--- config.mk ---
export PLATFORM = sky130hd
export DESIGN_NAME = rob_flat
export DESIGN_NICKNAME = d
export VERILOG_FILES = /design/src/isa_pkg.sv /design/src/rob_pkg.sv /design/src/backend_ifs.sv /design/src/rob.sv /design/src/flat_wrapper.sv
export SDC_FILE = /design/constraint.sdc
export NUM_CORES = 1
export LEC_CHECK = 0
export BUFFER_PORTS_ARGS = -buffer_cell sky130_fd_sc_hd__buf_2
export CAP_MARGIN = 30
export CORE_ASPECT_RATIO = 2
export CORE_MARGIN = 2
export CORE_UTILIZATION = 40
export CTS_CLUSTER_SIZE = 16
export DETAILED_ROUTE_END_ITERATION = 10
export GPL_TIMING_DRIVEN = 0
export PLACE_DENSITY = 0.56
export SYNTH_ARGS = -nofsm -noshare
export SYNTH_HDL_FRONTEND = slang
export SYNTH_SLANG_ARGS = --single-unit
export TNS_END_PERCENT = 50
--- constraint.sdc ---
create_clock -name clock -period 9.1 [get_ports clock]
set_clock_uncertainty 0.05 [all_clocks]
set_input_delay 0 -clock clock [delete_from_list [all_inputs] [get_ports clock]]
set_output_delay 0 -clock clock [all_outputs]
set_load 0.02 [all_outputs]
--- src/isa_pkg.sv ---
// integer ISA definitions
package isa_pkg;

    // data path width
    localparam int unsigned xlen = 32;

    // tag width of the reorder buffer, 8 entries by default
    localparam int unsigned rob_tag_width = 3;

    typedef logic [4:0] reg_idx_t;

    typedef enum logic [2:0] {
        op_add  = 3'd0,
        op_sub  = 3'd1,
        op_xor  = 3'd2,
        op_mul  = 3'd3,
        op_bnez = 3'd4,
        op_halt = 3'd5
    } op_t;

    // one finished result from an execution lane
    typedef struct packed {
        logic [rob_tag_width-1:0] tag;
        logic [xlen-1:0]          value;
        logic                     taken;
        logic [xlen-1:0]          target;
    } lane_result_t;

endpackage

--- src/rob_pkg.sv ---
// reorder buffer types
package rob_pkg;

    // entry index, doubles as the instruction tag
    typedef logic [isa_pkg::rob_tag_width-1:0] rob_tag_t;

    // operation sent from the issue queue to a lane
    typedef struct packed {
        rob_tag_t                 tag;
        isa_pkg::op_t             op;
        logic [isa_pkg::xlen-1:0] a;
        logic [isa_pkg::xlen-1:0] b;
        logic [isa_pkg::xlen-1:0] pc;
    } issue_packet_t;

    // one slot of the circular buffer
    typedef struct packed {
        logic                     valid;
        logic                     ready;
        logic [isa_pkg::xlen-1:0] pc;
        isa_pkg::reg_idx_t        dest;
        logic [isa_pkg::xlen-1:0] value;
        // only set for branches
        logic                     pred_taken;
        logic                     mispred;
        logic [isa_pkg::xlen-1:0] target;
        logic                     halt;
    } rob_entry_t;

endpackage

--- src/backend_ifs.sv ---


// lane results, arbiter and the common data bus
interface cdb_if #(
    parameter int unsigned lane_count = 2
);
    logic                  pending   [lane_count];
    isa_pkg::lane_result_t lane_data [lane_count];
    logic                  grant     [lane_count];
    logic                  bus_valid;
    isa_pkg::lane_result_t bus_data;

    modport lane (output pending, output lane_data, input grant);
    modport arbiter (input pending, input lane_data, output grant, output bus_valid, output bus_data);
    modport sink (input bus_valid, input bus_data);
endinterface

--- src/rob.sv ---
// reorder buffer
module rob #(
    parameter int unsigned rob_depth = 8
) (
    input  logic                     clock,
    input  logic                     reset,
    input  logic                     dispatch_valid,
    input  isa_pkg::op_t             dispatch_op,
    input  logic [isa_pkg::xlen-1:0] dispatch_pc,
    input  isa_pkg::reg_idx_t        dispatch_dest,
    input  logic                     dispatch_pred_taken,
    cdb_if.sink                      cdb,
    output rob_pkg::rob_tag_t        alloc_tag,
    output logic                     rob_full,
    output logic                     retire_valid,
    output isa_pkg::reg_idx_t        retire_dest,
    output logic [isa_pkg::xlen-1:0] retire_value,
    output logic [isa_pkg::xlen-1:0] retire_pc,
    output logic                     squash,
    output logic [isa_pkg::xlen-1:0] squash_target,
    output logic                     halt
);
    typedef logic [$clog2(rob_depth+1)-1:0] count_t;

    rob_pkg::rob_entry_t entries [rob_depth];
    rob_pkg::rob_entry_t head_entry;
    rob_pkg::rob_tag_t   head;
    rob_pkg::rob_tag_t   tail;
    rob_pkg::rob_tag_t   cdb_tag;
    count_t              count;
    logic                halt_q;
    logic                accept;
    logic                actual_taken;

    assign head_entry = entries[head];
    assign cdb_tag    = cdb.bus_data.tag;
    assign alloc_tag  = tail;
    assign rob_full   = (count == count_t'(rob_depth));
    assign accept     = dispatch_valid && !rob_full && !halt_q;

    //////////////////////////////////////////////////
    // retire side
    //////////////////////////////////////////////////
    assign retire_valid = head_entry.valid && head_entry.ready && !halt_q;
    assign retire_dest  = head_entry.dest;
    assign retire_value = head_entry.value;
    assign retire_pc    = head_entry.pc;

    // mispredicted means the real outcome is the opposite of the guess
    assign actual_taken  = head_entry.pred_taken ^ head_entry.mispred;
    assign squash        = retire_valid && head_entry.mispred;
    assign squash_target = actual_taken ? head_entry.target : head_entry.pc + 32'd4;

    assign halt = halt_q || (retire_valid && head_entry.halt);

    always_ff @(posedge clock) begin
        if (reset) begin
            halt_q <= 1'b0;
        end else if (retire_valid && head_entry.halt) begin
            halt_q <= 1'b1;
        end
    end

    //////////////////////////////////////////////////
    // allocate, write back, retire
    //////////////////////////////////////////////////
    always_ff @(posedge clock) begin
        if (reset || squash) begin
            head  <= '0;
            tail  <= '0;
            count <= '0;
            for (int i = 0; i < rob_depth; i++) begin
                entries[i].valid <= 1'b0;
            end
        end else begin
            if (accept) begin
                entries[tail] <= '{
                    valid:      1'b1,
                    ready:      1'b0,
                    pc:         dispatch_pc,
                    dest:       dispatch_dest,
                    value:      '0,
                    pred_taken: dispatch_pred_taken && (dispatch_op == isa_pkg::op_bnez),
                    mispred:    1'b0,
                    target:     '0,
                    halt:       (dispatch_op == isa_pkg::op_halt)
                };
                tail <= (tail == rob_pkg::rob_tag_t'(rob_depth - 1)) ? '0 : tail + 1'b1;
            end

            // result from the common data bus
            if (cdb.bus_valid && entries[cdb_tag].valid) begin
                entries[cdb_tag].ready   <= 1'b1;
                entries[cdb_tag].value   <= cdb.bus_data.value;
                entries[cdb_tag].target  <= cdb.bus_data.target;
                entries[cdb_tag].mispred <= entries[cdb_tag].pred_taken ^ cdb.bus_data.taken;
            end

            if (retire_valid) begin
                entries[head].valid <= 1'b0;
                head <= (head == rob_pkg::rob_tag_t'(rob_depth - 1)) ? '0 : head + 1'b1;
            end

            count <= count + count_t'(accept) - count_t'(retire_valid);
        end
    end
endmodule

--- src/flat_wrapper.sv ---
// flat-port wrapper written by rule: the top's interface ports become plain ports
module rob_flat 
#(
    parameter int unsigned rob_depth = 8
)
  (clock, reset, dispatch_valid, dispatch_op, dispatch_pc, dispatch_dest, dispatch_pred_taken, alloc_tag, rob_full, retire_valid, retire_dest, retire_value, retire_pc, squash, squash_target, halt, cdb_bus_valid, cdb_bus_data);
  cdb_if cdb_i ();
  input  logic clock;
  input  logic reset;
  input  logic dispatch_valid;
  input  isa_pkg::op_t dispatch_op;
  input  logic [isa_pkg::xlen-1:0] dispatch_pc;
  input  isa_pkg::reg_idx_t dispatch_dest;
  input  logic dispatch_pred_taken;
  output rob_pkg::rob_tag_t alloc_tag;
  output logic rob_full;
  output logic retire_valid;
  output isa_pkg::reg_idx_t retire_dest;
  output logic [isa_pkg::xlen-1:0] retire_value;
  output logic [isa_pkg::xlen-1:0] retire_pc;
  output logic squash;
  output logic [isa_pkg::xlen-1:0] squash_target;
  output logic halt;
  input wire logic [$bits(cdb_i.bus_valid)-1:0] cdb_bus_valid;
  input wire logic [$bits(cdb_i.bus_data)-1:0] cdb_bus_data;
  assign cdb_i.bus_valid = cdb_bus_valid;
  assign cdb_i.bus_data = cdb_bus_data;
  rob #(.rob_depth(rob_depth)) u_core (.clock(clock), .reset(reset), .dispatch_valid(dispatch_valid), .dispatch_op(dispatch_op), .dispatch_pc(dispatch_pc), .dispatch_dest(dispatch_dest), .dispatch_pred_taken(dispatch_pred_taken), .cdb(cdb_i), .alloc_tag(alloc_tag), .rob_full(rob_full), .retire_valid(retire_valid), .retire_dest(retire_dest), .retire_value(retire_value), .retire_pc(retire_pc), .squash(squash), .squash_target(squash_target), .halt(halt));
endmodule
# After elaboration in Yosys (flattened, before gate mapping)
# Memories as Yosys holds them, arrays and structs flattened. A register that Yosys moved wholly into a read port is not among the register bits.
# Cells that the tools add are included.
[op_classes] add_sub_neg=5 eq_ne=5 mux=25 bitwise=2 reduce_logical=15
[ops] operator="2-to-1 mux 106 bit" count=3
[ops] operator="OR reduction 106 bit" count=3
[ops] operator="adder 32 x 3 -> 32 bit, second input constant" count=1
[ops] operator="2-to-1 mux 32 bit" count=1
[ops] operator="2-to-1 mux 3 bit" count=8
[ops] operator="== test 3 bit, second input constant" count=4
[ops] operator="2-to-1 mux 1 bit" count=11
[ops] operator="logical AND 1 bit" count=8
[ops] operator="adder 3 x 1 -> 3 bit, second input constant" count=2
[ops] operator="adder 4 x 1 -> 4 bit" count=1
[ops] operator="== test 4 bit, second input constant" count=1
[ops] operator="2-to-1 mux 2 bit" count=2
[ops] operator="subtractor 4 x 1 -> 4 bit" count=1
[ops] operator="zero test 1 bit" count=2
[ops] operator="logical OR 1 bit" count=2
[ops] operator="XOR 1 bit" count=2
[word_totals] regBits=11 mem_bits_rw=848 input_bits=113 out_inout_bits=108 word_cells=57 n_memories=1
[memory_table] memory="u_core.entries" depth=8 width=106 read_ports=2 rd_ports_with_merged_regs=1 wr=8 line_no="rob.sv:25" rtl="rob_pkg::rob_entry_t entries [rob_depth];"

# Logic depth before layout (Yosys ltp)
[depth] depth_word=9 mapped_depth=13 ltp_nobuf=12

# Worst setup path after synthesis
# Ideal clock, no wire load.
[synth_path] path_type="register to register" from="reg with a tool-made name" to="mem u_core.entries[2][10] in the netlist's numbering, enable pin" setup_time_ps=431 t_arrival_ps=7416 t_required_ps=8619 path_slack_ps=1203 path_stages_with_launch=7 path_buffers=1 period_less_slack_ps=7897 path_cell_list="dfxtp_1 buf_6 mux4_1 mux2_2 a31o_2 nor4_1 nand2b_1"
[synth_rtl] element="to (decl)" line_no="rob.sv:25"

==> impl_metrics.env <==
export IMPL_initial_core_util_pct=40.21
export IMPL_synthDominantCellAreaShare_pct=66.45
export IMPL_synth_adder_area_share_pct=0.3528
export IMPL_top_area_cells_in_the_synthesized_netlist="edfxtp_1, mux4_2, and2_1"
export IMPL_clk_root_buffer_cell="clkbuf_16"
export IMPL_avgSynthCellArea_sq_um=17.16
export IMPL_path_clk_slew_ps=60
export IMPL_antenna_found_initial=9
export IMPL_final_layout_size_suffix_gt1_share_pct=25.88
export IMPL_remaining_drc_errors=0
export IMPL_async_reset_ff_share_pct=0
export IMPL_timing_max_cap_violations=0
export IMPL_die_w_um=220.8
export IMPL_drt_iter0_drc=2037
export IMPL_die_area_sq_mm=0.09661
export IMPL_yosys_warnings=0
export IMPL_ys_top_cells_by_count="edfxtp_1, and2_1, mux4_2"
export IMPL_placement_setup_worst_slack_ps=4239
export IMPL_synthDistinctLibCells=71
export IMPL_critPathKind="reg2out"
export IMPL_status="finished clean"
export IMPL_worst_ir_drop_vdd_mv=0.1862
export IMPL_synth_largest_area_cell="edfxtp_1"
export IMPL_clk_latency_ps=670
export IMPL_via_per_inst=5.390
export IMPL_number_of_enable_flip_flop_cells_after_synthesis=832
export IMPL_measured_slew_at_the_worst_slew_check_pin_ps=987.2
export IMPL_synth_simple_gate_area_share_pct=11.54
export IMPL_htree_num_levels=3
export IMPL_synth_top_family_by_area="multiplexers"
export IMPL_tritoncts_num_buffers=79
export IMPL_vias_in_the_first_global_route=21823
export IMPL_multi_input_comb_area_sq_mm=0.01128
export IMPL_drt_wl_total_um=101800
export IMPL_coreArea_sq_mm=0.09350
export IMPL_setup_ws_ps=4220
export IMPL_area_delta_synth_final_pct=18.97
export IMPL_final_hold_violation_count=0
export IMPL_dominantRegCellSynth="edfxtp_1"
export IMPL_syn_nets=2314
export IMPL_post_synth_inst_count=2191
export IMPL_rsz0062_at_grt="no"
export IMPL_fraction_of_the_yosys_area_taken_by_sequential_cells_pct=68.05
export IMPL_grt_start_max_net_pins=49
export IMPL_wl_per_cell_um=25.94
export IMPL_setup_worst_path_start_class="flop"
export IMPL_period_minus_slack_ps=4880
export IMPL_first_pass_iters=5
export IMPL_leakagePower_nw=15.65
export IMPL_report_final_setup_viol=0
export IMPL_final_max_slew_viol_count=0
export IMPL_cp_data_required_time_ps=9050
export IMPL_critical_path_endpoint_type="output pin"
export IMPL_place_hpwl_um=68500
export IMPL_timing_hold_worst_class="in2reg"
export IMPL_cellPowerDensity_mw_per_mm2=191.2
export IMPL_critical_path_max_fanout=10
export IMPL_final_core_utilization_pct=47.84
export IMPL_detailroute_via_count=21152
export IMPL_yosys_mux_area_fraction_pct=15.58
export IMPL_yosys_cell_count_top_type="edfxtp_1"
export IMPL_syn_area_sq_mm=0.03760
export IMPL_ff_latch_area_sq_mm=0.02558
export IMPL_die_height_um=437.6
export IMPL_antenna_violating_nets_post_route=0
export IMPL_yosys_register_bits=862
export IMPL_clock_sink_count=862
export IMPL_floorplan_rows=159
export IMPL_max_slew_margin_pct=34.18
export IMPL_clk_path_buf_depth=3
export IMPL_timing_reg2reg_setup_slack_ps=4320
export IMPL_part_of_the_cycle_the_worst_path_needs_pct=53.62
export IMPL_tritoncts="done"
export IMPL_grt_usage_pct=21.25
export IMPL_place_congestion=0.8275
export IMPL_globalRouteOverflowTotal=0
export IMPL_synth_compound_gate_area_share_pct=1.910
export IMPL_grt_first_pass_wirelength_um=147600
export IMPL_io_buffers=220
export IMPL_cts_resized_gates=0
export IMPL_fillers=8080
export IMPL_timing_limited_maximum_frequency_mhz=204.9
export IMPL_design_portCount=221
export IMPL_synthXorXnorAreaFrac_pct=0.3228
export IMPL_worstPathArrival_ps=4830
export IMPL_layout_nets=2771
==> placed cells by master, fill, tap and decap left out, types with 7 or more instances in the layout <==
master and n:
a211oi_1 7, a21oi_1 25, and2_1 516, and3_1 7, buf_1 7, buf_12 16, buf_2 244, buf_4 13
buf_6 11, buf_8 15, clkbuf_1 101, clkbuf_16 84, clkinv_1 13, clkinv_2 19, dfxtp_1 30, dlygate4sd3_1 113
edfxtp_1 832, ha_1 9, inv_1 33, mux2_2 60, mux2i_1 41, mux4_1 23, mux4_2 184, nand2_1 50
nand3_1 11, nand4_1 15, nor2_1 33, nor2b_1 8, nor3_1 13, nor4_1 8, o21ai_0 30, o31ai_1 7
xnor2_1 9
==> flip-flops by register name, indices dropped and copies added, names as in the netlist, named ones only <==
signal,count
u_core.alloc_tag,3
u_core.head,3
u_core.entries,848
u_core.halt_q,1
u_core.count,4
==> metal layers <==
metal / share of wire, % / vias up / GRT usage, %
li1: - / 9368 / -
met1: 43 / 10971 / 29.73
met2: 49 / 698 / 34.73
met3: 6.5 / 105 / 3.667
met4: 1.4 / 10 / 4.677
met5: 0.061 / - / 0
==> metrics by stage <==
| step | instance area [sq um] | std cells | hold slack, ps | total power, mW | setup TNS, ps |
|---|---|---|---|---|---|
| floorplan | 37600 | 2191 | 19.07 | 4.931 | 0 |
| global route | 44720 | 3922 | 48.71 | 8.822 | 0 |
| detailed placement | 41000 | 3660 | 225.4 | 5.249 | 0 |
| global placement | 40210 | 3618 | 174.9 | 5.234 | -892860 |
| finish | 44730 | 3924 | 50.63 | 8.553 | 0 |
| CTS | 44700 | 3918 | 8.400 | 8.633 | 0 |
==> cell families after synthesis <==
| kind of cell | count (synthesis) |
|---|---|
| muxes | 309 |
| DFF | 862 |
| xor gates and xnor gates | 13 |
| buffers and inverters | 173 |
| adders and majority gates | 10 |
| and+or+nand+nor | 714 |
| AOI/OAI and AO/OA | 110 |
==> timing repair <==
action / 4_1_cts / 5_1_grt
setup buffers: 0 / 0
endpoints found under the setup margin: 0 / 0
hold endpoints to repair: 870 / 0
hold buffers: 113 / 0
==> power by group <==
part	switching (mW)	leakage, nW	total, mW	internal, mW
Combinational	0.477	5.97	0.752	0.275
Sequential	0.0278	8.42	4.45	4.42
Clock	1.48	1.26	3.35	1.87
==> area by class of cell <==
| type | count | area share (%) |
|---|---|---|
| Antenna cell | 5 | 0.02797 |
| Sequential cell | 862 | 57.20 |
| Multi-Input combinational cell | 1156 | 25.22 |
| Timing Repair Buffer | 376 | 6.560 |
| Inverter | 38 | 0.3189 |
| Clock inverter | 45 | 0.8784 |
| Clock buffer | 100 | 4.856 |
| Tap cell | 1207 | 3.376 |
| Buffer | 135 | 1.564 |
==> final timing paths <==
path | from | to | cells past startpoint
worst max register to register | flop | u_core.entries[0][16] | 8
worst max-delay path | flop | squash_target[0] | 10
worst min-delay path | cdb_bus_data[66] | u_core.entries[1][104] | 4
worst min register to register | u_core.entries[4][104] | u_core.entries[4][104] | 1
==> worst max-delay path, stage by stage, from the launching register on <==
cell      delay (ps)
dfxtp_1          520
buf_2            340
buf_4            290
buf_2            310
buf_2            330
buf_1            610
clkbuf_1         620
mux4_2           400
mux2i_1          300
o21ai_0          200
buf_2            220
Power figures use the tool's default switching activity.
